File: src/mipsPkg.sv
package mipsPkg;

    // Link register and fetch address after reset
    localparam logic [4:0]  regLink = 5'd31;
    localparam logic [31:0] resetPc = 32'h0000_3000;
    localparam int          tWidth  = 2;

    // One symbol per supported instruction, NOP must stay at zero
    typedef enum logic [5:0] {
        iNop,
        iAdd, iSub, iAddu, iSubu, iAnd, iOr, iXor, iNor, iSlt, iSltu,
        iSll, iSllv, iSrl, iSrlv, iSra, iSrav,
        iJalr, iJr,
        iMult, iMultu, iDiv, iDivu, iMfhi, iMflo, iMthi, iMtlo,
        iMovz, iMovn,
        iAddi, iAddiu, iAndi, iOri, iXori, iLui, iSlti, iSltiu,
        iLw, iLh, iLhu, iLb, iLbu,
        iSw, iSh, iSb,
        iBeq, iBne, iBlez, iBgtz,
        iJ, iJal,
        iBgez, iBltz, iBgezal, iBltzal,
        iClo, iClz, iMadd, iMaddu, iMsub, iMsubu,
        iMfc0, iMtc0, iEret
    } instrT;

    // Register-format layout
    typedef struct packed {
        logic [5:0] opcode;
        logic [4:0] rs;
        logic [4:0] rt;
        logic [4:0] rd;
        logic [4:0] shamt;
        logic [5:0] funct;
    } rViewT;

    // Immediate-format layout
    typedef struct packed {
        logic [5:0]  opcode;
        logic [4:0]  rs;
        logic [4:0]  rt;
        logic [15:0] imm16;
    } iViewT;

    typedef union packed {
        rViewT rView;
        iViewT iView;
    } instrWordT;

    typedef enum logic [4:0] {
        excNone = 5'd0,
        excAdEL = 5'd4,
        excRI   = 5'd10
    } excCodeT;

    typedef enum logic [2:0] {
        calcR, calcI, memRead, memWrite, branch, jump, other
    } instrClassT;

    // Payload handed from decode to execute
    typedef struct packed {
        instrT             instr;
        logic [31:0]       pc;
        excCodeT           exc;
        logic [31:0]       dataRs;
        logic [31:0]       dataRt;
        logic [15:0]       imm16;
        logic [4:0]        shamt;
        logic [4:0]        addrRs;
        logic [4:0]        addrRt;
        logic [4:0]        addrRd;
        logic [4:0]        wbAddr;
        logic [31:0]       wbData;
        logic [tWidth-1:0] tNew;
    } idExT;

    // One forwarding source, address 0 means nothing to forward
    typedef struct packed {
        logic [4:0]  addr;
        logic [31:0] data;
    } fwdT;

    function automatic instrClassT instrClassOf(instrT instr);
        case (instr)
            iAdd, iSub, iAddu, iSubu, iAnd, iOr, iXor, iNor, iSlt, iSltu,
            iSll, iSllv, iSrl, iSrlv, iSra, iSrav, iMovz, iMovn, iClo, iClz:
                return calcR;
            iAddi, iAddiu, iAndi, iOri, iXori, iLui, iSlti, iSltiu:
                return calcI;
            iLw, iLh, iLhu, iLb, iLbu:
                return memRead;
            iSw, iSh, iSb:
                return memWrite;
            iBeq, iBne, iBlez, iBgtz, iBgez, iBltz, iBgezal, iBltzal:
                return branch;
            iJ, iJal, iJr, iJalr:
                return jump;
            default:
                return other;
        endcase
    endfunction

endpackage

File: src/branchCompare.sv
`timescale 1ns/1ps

module branchCompare import mipsPkg::*; (
    input  instrT       instr,
    input  logic [31:0] dataRs,
    input  logic [31:0] dataRt,
    output logic        cmp
);

    always_comb begin
        case (instr)
            iBeq:            cmp = (dataRs == dataRt);
            iBne:            cmp = (dataRs != dataRt);
            iBgez, iBgezal:  cmp = !dataRs[31];
            iBltz, iBltzal:  cmp = dataRs[31];
            iBgtz:           cmp = !dataRs[31] && (dataRs != 32'd0);
            iBlez:           cmp = dataRs[31] || (dataRs == 32'd0);
            // Conditional moves test rt
            iMovz:           cmp = (dataRt == 32'd0);
            iMovn:           cmp = (dataRt != 32'd0);
            default:         cmp = 1'b0;
        endcase
    end

    // Compare table must agree with the class table in the package
    cmpOnlyConditional: assert final (
        !cmp || instrClassOf(instr) == branch || instr inside {iMovz, iMovn}
    ) else $error("cmp set for non-conditional instr %s", instr.name());

endmodule

File: src/decodeTop.sv
`timescale 1ns/1ps

module decodeTop import mipsPkg::*; (
    input  logic              clk,
    input  logic              rstN,
    input  logic              stall,
    input  logic              flush,
    input  instrWordT         code,
    input  fwdT               fwdEx,
    input  fwdT               fwdMem,
    input  logic              wbEn,
    input  logic [4:0]        wbAddr,
    input  logic [31:0]       wbData,
    input  logic [tWidth-1:0] tNewIn,
    output logic [31:0]       pcIf,
    output idExT              idEx
);

    logic [31:0] pcId;
    logic [4:0]  ra1;
    logic [4:0]  ra2;
    logic [31:0] rd1;
    logic [31:0] rd2;
    instrT       instr;
    logic        cmp;
    logic [15:0] imm16;
    logic [25:0] jIndex;
    logic [31:0] jmpReg;
    logic        excAdEL;

    regFile uRegFile (
        .clk  (clk),
        .rstN (rstN),
        .ra1  (ra1),
        .ra2  (ra2),
        .wa   (wbAddr),
        .we   (wbEn),
        .wd   (wbData),
        .rd1  (rd1),
        .rd2  (rd2)
    );

    nextPcUnit uNextPc (
        .clk     (clk),
        .rstN    (rstN),
        .stall   (stall),
        .instr   (instr),
        .cmp     (cmp),
        .imm16   (imm16),
        .jIndex  (jIndex),
        .jmpReg  (jmpReg),
        .pcIf    (pcIf),
        .pcId    (pcId),
        .excAdEL (excAdEL)
    );

    idStage uIdStage (
        .clk     (clk),
        .rstN    (rstN),
        .stall   (stall),
        .flush   (flush),
        .code    (code),
        .pcId    (pcId),
        .fwdEx   (fwdEx),
        .fwdMem  (fwdMem),
        .rd1     (rd1),
        .rd2     (rd2),
        .tNewIn  (tNewIn),
        .excAdEL (excAdEL),
        .ra1     (ra1),
        .ra2     (ra2),
        .instr   (instr),
        .cmp     (cmp),
        .imm16   (imm16),
        .jIndex  (jIndex),
        .jmpReg  (jmpReg),
        .idEx    (idEx)
    );

endmodule

File: src/idStage.sv
`timescale 1ns/1ps

module idStage import mipsPkg::*; (
    input  logic              clk,
    input  logic              rstN,
    input  logic              stall,
    input  logic              flush,
    input  instrWordT         code,
    input  logic [31:0]       pcId,
    input  fwdT               fwdEx,
    input  fwdT               fwdMem,
    input  logic [31:0]       rd1,
    input  logic [31:0]       rd2,
    input  logic [tWidth-1:0] tNewIn,
    input  logic              excAdEL,
    output logic [4:0]        ra1,
    output logic [4:0]        ra2,
    output instrT             instr,
    output logic              cmp,
    output logic [15:0]       imm16,
    output logic [25:0]       jIndex,
    output logic [31:0]       jmpReg,
    output idExT              idEx
);

    logic [4:0]        addrRs;
    logic [4:0]        addrRt;
    logic [4:0]        addrRd;
    logic [4:0]        shamt;
    logic              excRi;
    logic [31:0]       dataRs;
    logic [31:0]       dataRt;
    logic [4:0]        wbAddr;
    logic [31:0]       wbData;
    logic [tWidth-1:0] tNew;
    instrClassT        instrClass;
    idExT              idExNext;

    // EX beats MEM beats the register file
    function automatic logic [31:0] forwardOperand(
        logic [4:0] addr, fwdT ex, fwdT mem, logic [31:0] regData);
        if (ex.addr != 5'd0 && ex.addr == addr)
            return ex.data;
        if (mem.addr != 5'd0 && mem.addr == addr)
            return mem.data;
        return regData;
    endfunction

    instrDecoder uDecoder (
        .code   (code),
        .instr  (instr),
        .rs     (addrRs),
        .rt     (addrRt),
        .rd     (addrRd),
        .shamt  (shamt),
        .imm16  (imm16),
        .jIndex (jIndex),
        .excRi  (excRi)
    );

    assign ra1    = addrRs;
    assign ra2    = addrRt;
    assign dataRs = forwardOperand(addrRs, fwdEx, fwdMem, rd1);
    assign dataRt = forwardOperand(addrRt, fwdEx, fwdMem, rd2);
    assign jmpReg = dataRs;

    branchCompare uCompare (
        .instr  (instr),
        .dataRs (dataRs),
        .dataRt (dataRt),
        .cmp    (cmp)
    );

    assign instrClass = instrClassOf(instr);
    assign tNew       = (tNewIn != '0) ? tNewIn - 1'b1 : '0;

    // Destination register, link only when the branch is taken
    always_comb begin
        if (instr == iJal)
            wbAddr = regLink;
        else if (instr == iBgezal || instr == iBltzal)
            wbAddr = cmp ? regLink : 5'd0;
        else if (instr == iMovz || instr == iMovn)
            wbAddr = cmp ? addrRd : 5'd0;
        else if (instrClass == calcR || instr inside {iJalr, iMfhi, iMflo})
            wbAddr = addrRd;
        else if (instrClass == calcI || instrClass == memRead)
            wbAddr = addrRt;
        else
            wbAddr = 5'd0;
    end

    // Values already known in decode
    always_comb begin
        if (instr inside {iJal, iJalr, iBgezal, iBltzal})
            wbData = pcId + 32'd8;
        else if (instr == iLui)
            wbData = {imm16, 16'h0000};
        else if ((instr == iMovz || instr == iMovn) && cmp)
            wbData = dataRs;
        else
            wbData = 32'd0;
    end

    always_comb begin
        idExNext.instr  = instr;
        idExNext.pc     = pcId;
        // The port name hides the enum literal, hence the package scope
        if (excRi)
            idExNext.exc = excRI;
        else if (excAdEL)
            idExNext.exc = mipsPkg::excAdEL;
        else
            idExNext.exc = excNone;
        idExNext.dataRs = dataRs;
        idExNext.dataRt = dataRt;
        idExNext.imm16  = imm16;
        idExNext.shamt  = shamt;
        idExNext.addrRs = addrRs;
        idExNext.addrRt = addrRt;
        idExNext.addrRd = addrRd;
        idExNext.wbAddr = wbAddr;
        idExNext.wbData = wbData;
        idExNext.tNew   = tNew;
    end

    // Flush takes priority over stall
    always_ff @(posedge clk) begin
        if (!rstN || flush) begin
            idEx <= '0;
        end else if (!stall) begin
            idEx <= idExNext;
        end
    end

    flushGivesNop: assert property (
        @(posedge clk) flush |=> (idEx.instr == iNop && idEx.exc == excNone)
    ) else $error("idEx not cleared after flush");

endmodule

File: src/instrDecoder.sv
`timescale 1ns/1ps

module instrDecoder import mipsPkg::*; (
    input  instrWordT   code,
    output instrT       instr,
    output logic [4:0]  rs,
    output logic [4:0]  rt,
    output logic [4:0]  rd,
    output logic [4:0]  shamt,
    output logic [15:0] imm16,
    output logic [25:0] jIndex,
    output logic        excRi
);

    // Operand fields straight from the two layouts
    assign rs     = code.rView.rs;
    assign rt     = code.rView.rt;
    assign rd     = code.rView.rd;
    assign shamt  = code.rView.shamt;
    assign imm16  = code.iView.imm16;
    assign jIndex = code.rView[25:0];

    always_comb begin
        instr = iNop;
        case (code.rView.opcode)
            // SPECIAL2
            6'b011100: begin
                case (code.rView.funct)
                    6'b100001: instr = iClo;
                    6'b100000: instr = iClz;
                    6'b000000: instr = iMadd;
                    6'b000001: instr = iMaddu;
                    6'b000100: instr = iMsub;
                    6'b000101: instr = iMsubu;
                    default:   instr = iNop;
                endcase
            end
            // REGIMM, rt picks the branch
            6'b000001: begin
                case (code.iView.rt)
                    5'b00001: instr = iBgez;
                    5'b00000: instr = iBltz;
                    5'b10001: instr = iBgezal;
                    5'b10000: instr = iBltzal;
                    default:  instr = iNop;
                endcase
            end
            // COP0
            6'b010000: begin
                if (code.rView.rs == 5'b00000)
                    instr = iMfc0;
                else if (code.rView.rs == 5'b00100)
                    instr = iMtc0;
                else if (code.rView.funct == 6'b011000)
                    instr = iEret;
            end
            // SPECIAL, funct table
            6'b000000: begin
                case (code.rView.funct)
                    6'b100000: instr = iAdd;
                    6'b100010: instr = iSub;
                    6'b100001: instr = iAddu;
                    6'b100011: instr = iSubu;
                    6'b100100: instr = iAnd;
                    6'b100101: instr = iOr;
                    6'b100110: instr = iXor;
                    6'b100111: instr = iNor;
                    6'b101010: instr = iSlt;
                    6'b101011: instr = iSltu;
                    6'b000000: instr = iSll;
                    6'b000100: instr = iSllv;
                    6'b000010: instr = iSrl;
                    6'b000110: instr = iSrlv;
                    6'b000011: instr = iSra;
                    6'b000111: instr = iSrav;
                    6'b001001: instr = iJalr;
                    6'b001000: instr = iJr;
                    6'b011000: instr = iMult;
                    6'b011001: instr = iMultu;
                    6'b011010: instr = iDiv;
                    6'b011011: instr = iDivu;
                    6'b010000: instr = iMfhi;
                    6'b010010: instr = iMflo;
                    6'b010001: instr = iMthi;
                    6'b010011: instr = iMtlo;
                    6'b001010: instr = iMovz;
                    6'b001011: instr = iMovn;
                    default:   instr = iNop;
                endcase
            end
            default: begin
                case (code.rView.opcode)
                    6'b001000: instr = iAddi;
                    6'b001001: instr = iAddiu;
                    6'b001100: instr = iAndi;
                    6'b001101: instr = iOri;
                    6'b001110: instr = iXori;
                    6'b001111: instr = iLui;
                    6'b001010: instr = iSlti;
                    6'b001011: instr = iSltiu;
                    6'b100011: instr = iLw;
                    6'b100001: instr = iLh;
                    6'b100101: instr = iLhu;
                    6'b100000: instr = iLb;
                    6'b100100: instr = iLbu;
                    6'b101011: instr = iSw;
                    6'b101001: instr = iSh;
                    6'b101000: instr = iSb;
                    6'b000100: instr = iBeq;
                    6'b000101: instr = iBne;
                    6'b000110: instr = iBlez;
                    6'b000111: instr = iBgtz;
                    6'b000010: instr = iJ;
                    6'b000011: instr = iJal;
                    default:   instr = iNop;
                endcase
            end
        endcase
        // All-zero word would read as SLL, it is the canonical NOP
        if (code == 32'd0)
            instr = iNop;
    end

    assign excRi = (code != 32'd0) && (instr == iNop);

endmodule

File: src/nextPcUnit.sv
`timescale 1ns/1ps

module nextPcUnit import mipsPkg::*; (
    input  logic        clk,
    input  logic        rstN,
    input  logic        stall,
    input  instrT       instr,
    input  logic        cmp,
    input  logic [15:0] imm16,
    input  logic [25:0] jIndex,
    input  logic [31:0] jmpReg,
    output logic [31:0] pcIf,
    output logic [31:0] pcId,
    output logic        excAdEL
);

    logic [31:0] pcPlus4;
    logic [31:0] branchOff;
    logic [31:0] pcNext;
    logic        isJr;

    // Targets are relative to the delay slot
    assign pcPlus4   = pcId + 32'd4;
    assign branchOff = {{14{imm16[15]}}, imm16, 2'b00};
    assign isJr      = (instr == iJr) || (instr == iJalr);

    always_comb begin
        if (instrClassOf(instr) == branch && cmp)
            pcNext = pcPlus4 + branchOff;
        else if (instr == iJ || instr == iJal)
            pcNext = {pcPlus4[31:28], jIndex, 2'b00};
        else if (isJr)
            pcNext = jmpReg;
        else
            pcNext = pcIf + 32'd4;
    end

    always_ff @(posedge clk) begin
        if (!rstN) begin
            pcIf <= resetPc;
            pcId <= resetPc - 32'd4;
        end else if (!stall) begin
            pcId <= pcIf;
            pcIf <= pcNext;
        end
    end

    // Register target must be word aligned
    assign excAdEL = isJr && (jmpReg[1:0] != 2'b00);

endmodule

File: src/regFile.sv
`timescale 1ns/1ps

module regFile (
    input  logic        clk,
    input  logic        rstN,
    input  logic [4:0]  ra1,
    input  logic [4:0]  ra2,
    input  logic [4:0]  wa,
    input  logic        we,
    input  logic [31:0] wd,
    output logic [31:0] rd1,
    output logic [31:0] rd2
);

    // Registers 1..31, zero is not stored
    logic [31:1][31:0] regs;

    always_ff @(posedge clk) begin
        if (!rstN) begin
            regs <= '0;
        end else if (we && wa != 5'd0) begin
            regs[wa] <= wd;
        end
    end

    // Same-cycle write shows up on the read side
    always_comb begin
        if (ra1 == 5'd0)
            rd1 = 32'd0;
        else if (we && wa == ra1)
            rd1 = wd;
        else
            rd1 = regs[ra1];
    end

    always_comb begin
        if (ra2 == 5'd0)
            rd2 = 32'd0;
        else if (we && wa == ra2)
            rd2 = wd;
        else
            rd2 = regs[ra2];
    end

    zeroRegReadsZero: assert property (
        @(posedge clk) ((ra1 == 5'd0) |-> (rd1 == 32'd0)) and ((ra2 == 5'd0) |-> (rd2 == 32'd0))
    ) else $error("register 0 read non-zero");

endmodule

File: config.mk
export PLATFORM = sky130hd
export DESIGN_NAME = decodeTop
export DESIGN_NICKNAME = d
export VERILOG_FILES = /design/src/mipsPkg.sv /design/src/branchCompare.sv /design/src/decodeTop.sv /design/src/idStage.sv /design/src/instrDecoder.sv /design/src/nextPcUnit.sv /design/src/regFile.sv
export SDC_FILE = /design/constraint.sdc
export NUM_CORES = 2
export LEC_CHECK = 0
export ABC_CLOCK_PERIOD_IN_PS = 7340
export BUFFER_PORTS_ARGS = -buffer_cell sky130_fd_sc_hd__clkbuf_2
export CAP_MARGIN = 30
export CORE_ASPECT_RATIO = 0.75
export CORE_MARGIN = 3
export CORE_UTILIZATION = 24
export CTS_BUF_LIST = sky130_fd_sc_hd__clkbuf_4
export DETAILED_ROUTE_END_ITERATION = 7
export SLEW_MARGIN = 10
export SYNTH_ARGS = -nofsm -noshare
export SYNTH_HDL_FRONTEND = slang
export SYNTH_SLANG_ARGS = --single-unit
File: constraint.sdc
create_clock -name clk -period 7.34 [get_ports clk]
set_input_delay 1.468 -clock clk [delete_from_list [all_inputs] [get_ports clk]]
set_output_delay 1.468 -clock clk [all_outputs]
set_load 0.03 [all_outputs]
==> summary.txt <==
Run
  • Number of max-capacitance violations reported: 0

Logic synthesis
  • Synthesized area: 0.06845 mm²
  • #FFs+latches synth: 1225
  • Asr flop ratio synth: 0%
  • Number of cells produced by synthesis: 8397
  • Seq/Total Area, Yosys: 35.83%
  • Number of synthesized flops with an enable pin: 0
  • Number of synthesis warnings: 0
  • Synth Flop Type: dfxtp_1
  • Netlist cell types: 111
  • Avg Inst Size Synth: 8.152 µm²
  • Combinational family with the most area after synthesis: simple AND/OR/NAND/NOR gates
  • Proportion of synthesized area in mux cells: 17.50%
  • Fraction of the mapped netlist area in compound gates: 17.18%
  • Xor/xnor share of the synthesized area: 2.086%
  • Simple-gate share of the synthesized area: 20.47%
  • Synth Area in Adders: 0.9797%

Timing
  • Worst path setup slack after routing: 1267 ps
  • Normalized max-slew margin: 19.01%
  • Final setup violation count: 0
  • TNS Setup: 0 ps
  • Highest achievable clock rate: 164.7 MHz
  • Setup repair after global routing missed its margin: no
  • Clock Skew: 191.4 ps
  • Shortest period the worst path allows: 6073 ps
  • Fin. Hold Viols: 0
  • Final period util: 82.74%
  • Worst-margin pin slew: 1202 ps
  • Final Slew Violations: 0
  • Worst-case hold slack: 454.0 ps

Worst setup path
  • Most repeated library cell on the critical path: buf_4
  • CP Class: input port to flop
  • CP Cell Sequence: buf_6 > buf_4 > nand3b_1 > buf_4 > o22ai_1 > nor2_1 > nand4_1 > o221ai_1 > a21oi_1 > nand4_1 > a2111o_1 > or4_4 > mux2i_4 > o21a_4 > buf_4 > nor2_2 > o22ai_1
  • Worst Path Arrival: 7250 ps
  • Number of buffer and inverter instances along the worst setup path: 4
  • Critical path depth: 17
  • Crit path max fanout: 26
  • CP endpoint kind: flop
  • Cell count of the worst reg-to-reg path: 15
  • Worst reg-to-reg setup slack: 1930 ps
  • Worst Path Required: 8520 ps
  • Cell at the slowest stage of the critical path: nand3b_1
  • Top delay family on crit path: simple AND/OR/NAND/NOR gates
  • Peak per-stage delay on the critical path: 750 ps
  • CP Launch Type: input port

Finish
  • Design area: 0.07936 mm²
  • Number of nets in the final layout: 8924
  • Fraction of final layout cells with drive strength greater than 1: 20.79%
  • Area overhead of the layout relative to synthesis: 15.93%

Power and ir drop
  • Leakage Power: 27.96 nW
  • Switching power: 0.005112 W
  • Seq pwr share: 43.8%
  • Internal: 0.01046 W
  • Power per Cell Area: 196.3 mW/mm²
  • Fraction of power spent switching nets: 32.82%
  • Clock Power Share: 39.2%
  • Combinational power share: 16.9%
  • Max VDD drop: 170.2 µV

Clocking
  • CTS H-tree lvls: 5
  • Clock slew at reported path FFs: 70 ps
  • Setup fix buffers added after clock tree synthesis: 0
  • Post-cts resize count: 0
  • Clock insertion delay at the later pin of the skew report: 1470 ps
  • Root Buffer Master: clkbuf_4
  • Max Buffers Root-to-Sink: 4
  • Number of buffers inserted for hold repair after clock tree synthesis: 0
  • Clock tree from TritonCTS: yes
  • CTS sink count: 1225
  • Number of clock buffers inserted by TritonCTS: 339

Place
  • Routability Congestion: 1.138
  • Placement-stage cell area: 0.07533 mm²
  • Placement-stage worst setup slack: 408.2 ps
  • Half-perimeter wire length of the detailed placement result: 262.1 mm
  • Count of input and output buffers: 361

Detailed routing
  • First-pass iteration count of the detailed router: 8
  • Routed WL per cell: 29.93 µm
  • Antenna Nets Post-Route: 0
  • Total wirelength of the detailed-routed design: 381.6 mm
  • DRC violation total after the first TritonRoute iteration: 13960
  • DR DRC count: 7
  • Total number of vias: 74100
  • Average via count per standard cell: 5.813

Die
  • Core area: 0.2833 mm²
  • Die area: 0.2917 mm²
  • IO Pins: 364
  • Die boundary height: 468.5 µm
  • Starting utilization of the core area: 24.16%
  • Std-Cell Rows: 169
  • Overall die width: 622.7 µm

Worst hold path
  • Hold Crit Class: input port to flop
  • Cell count of the worst hold path: 4

Outcome
  • Status: finished, violations left
  • Violations in the final reports: DRC

GRT
  • Maximum number of pins on one net before global-route repair: 156
  • Congestion Overflow GR: 0
  • Tot GR Track Use: 24.67%
  • First-pass GRT wire length: 517.0 mm
  • Initial antenna violation count: 82
  • Number of global-route vias before repair: 64630
## cells by family after synthesis
group                    after synthesis
AND/OR/NAND/NOR                     3348
AO/OA/AOI/OAI                       1975
flip-flops                          1225
buffers and inverters                876
multiplexers                         756
XOR/XNOR                             163
adder cells (fa/ha/maj)               53
other                                  1
## path summary, 6_finish.rpt
check / startpoint / end
max: code[18] / uNextPc.pcIf[6]
min: tNewIn[0] / uIdStage.idEx[0]
max reg2reg: uRegFile.regs[198] / uNextPc.pcIf[6]
min reg2reg: uIdStage.idEx[113] / uIdStage.idEx[113]
## tightest hold or removal path, stage by stage
cell      delay [ps]
clkbuf_2          80
nor3b_1           40
a21oi_1          110
nor2_1            50
## stage by stage
stage,instances,total power (W),util (%)
floorplan,8398,0.008315,-
global placement,12130,0.009438,26.53
detailed placement,12140,0.009438,26.59
CTS,12680,0.01541,27.94
global route,12710,0.01593,27.98
finish,12750,0.01558,28.01
## flip-flops by register name, summed over array words and instances, names as in the netlist
signal,cells
uNextPc.pcIf,32
uNextPc.pcId,32
uIdStage.idEx,169
uRegFile.regs,992
## power groups by stage
stage	sequential, W	clock, W	combinational, W
4_1_cts	0.00682	0.00611	0.00247
2_1_floorplan	0.00700	0	0.00132
3_3_place_gp	0.00697	0	0.00247
3_5_place_dp	0.00697	0	0.00247
5_1_grt	0.00683	0.00646	0.00265
6_report	0.00683	0.00611	0.00264
## cell usage after synthesis (35+ instances only)
| library cell | instances | area, µm² |
|---|---|---|
| and3_1 | 51 | 319.1 |
| o21ai_0 | 148 | 740.7 |
| ha_1 | 52 | 650.6 |
| nand2b_1 | 39 | 244.0 |
| nor3_1 | 91 | 455.4 |
| nand3_1 | 112 | 560.5 |
| buf_4 | 59 | 442.9 |
| xnor2_1 | 102 | 893.4 |
| nor4_1 | 38 | 237.7 |
| nand2_1 | 2364 | 8874 |
| buf_1 | 35 | 131.4 |
| nor2b_1 | 41 | 256.5 |
| a22oi_1 | 91 | 683.2 |
| inv_1 | 43 | 161.4 |
| mux4_2 | 341 | 7680 |
| nand4_1 | 71 | 444.2 |
| a21oi_1 | 1188 | 5946 |
| a221oi_1 | 83 | 727.0 |
| dfxtp_1 | 1225 | 24520 |
| mux2i_1 | 317 | 3173 |
| a211oi_1 | 49 | 367.9 |
| xor2_1 | 61 | 534.3 |
| buf_6 | 51 | 574.3 |
| mux2_2 | 90 | 1013 |
| buf_2 | 77 | 385.4 |
| clkbuf_1 | 586 | 2200 |
| nor2_1 | 398 | 1494 |
| o22ai_1 | 81 | 506.7 |
| o211ai_1 | 55 | 412.9 |
## per-layer routing
metal	share of wire (%)	wire [µm]	track usage, %	up-vias
met5	0.19	738	0.8668	-
met3	17	63780	12.26	1499
met4	7.1	27000	15.04	38
li1	-	-	-	30440
met2	38	146100	32.47	6468
met1	38	143900	31.65	35650
## area by class of cell
type                            instances  area [µm²]
Tap cell                             3762        4707
Inverter                               49       193.9
Clock inverter                         62       272.8
Fill cell                           30540      204000
Antenna cell                           67       167.7
Clock buffer                          475        3566
Timing Repair Buffer                  809        5698
Sequential cell                      1225       24520
Multi-Input combinational cell       6297       40230
## layout by cell type, fill, tap and decap left out, drive strengths merged, types with 94 or more instances in the layout
cell type	n
nand2	2366
nand3	112
mux4	341
a21oi	1189
mux2	96
o21ai	162
xnor2	102
nor2	401
clkbuf	827
nor3	94
buf	457
dfxtp	1225
mux2i	319
Note: power is estimated with default switching activity, not from simulation.
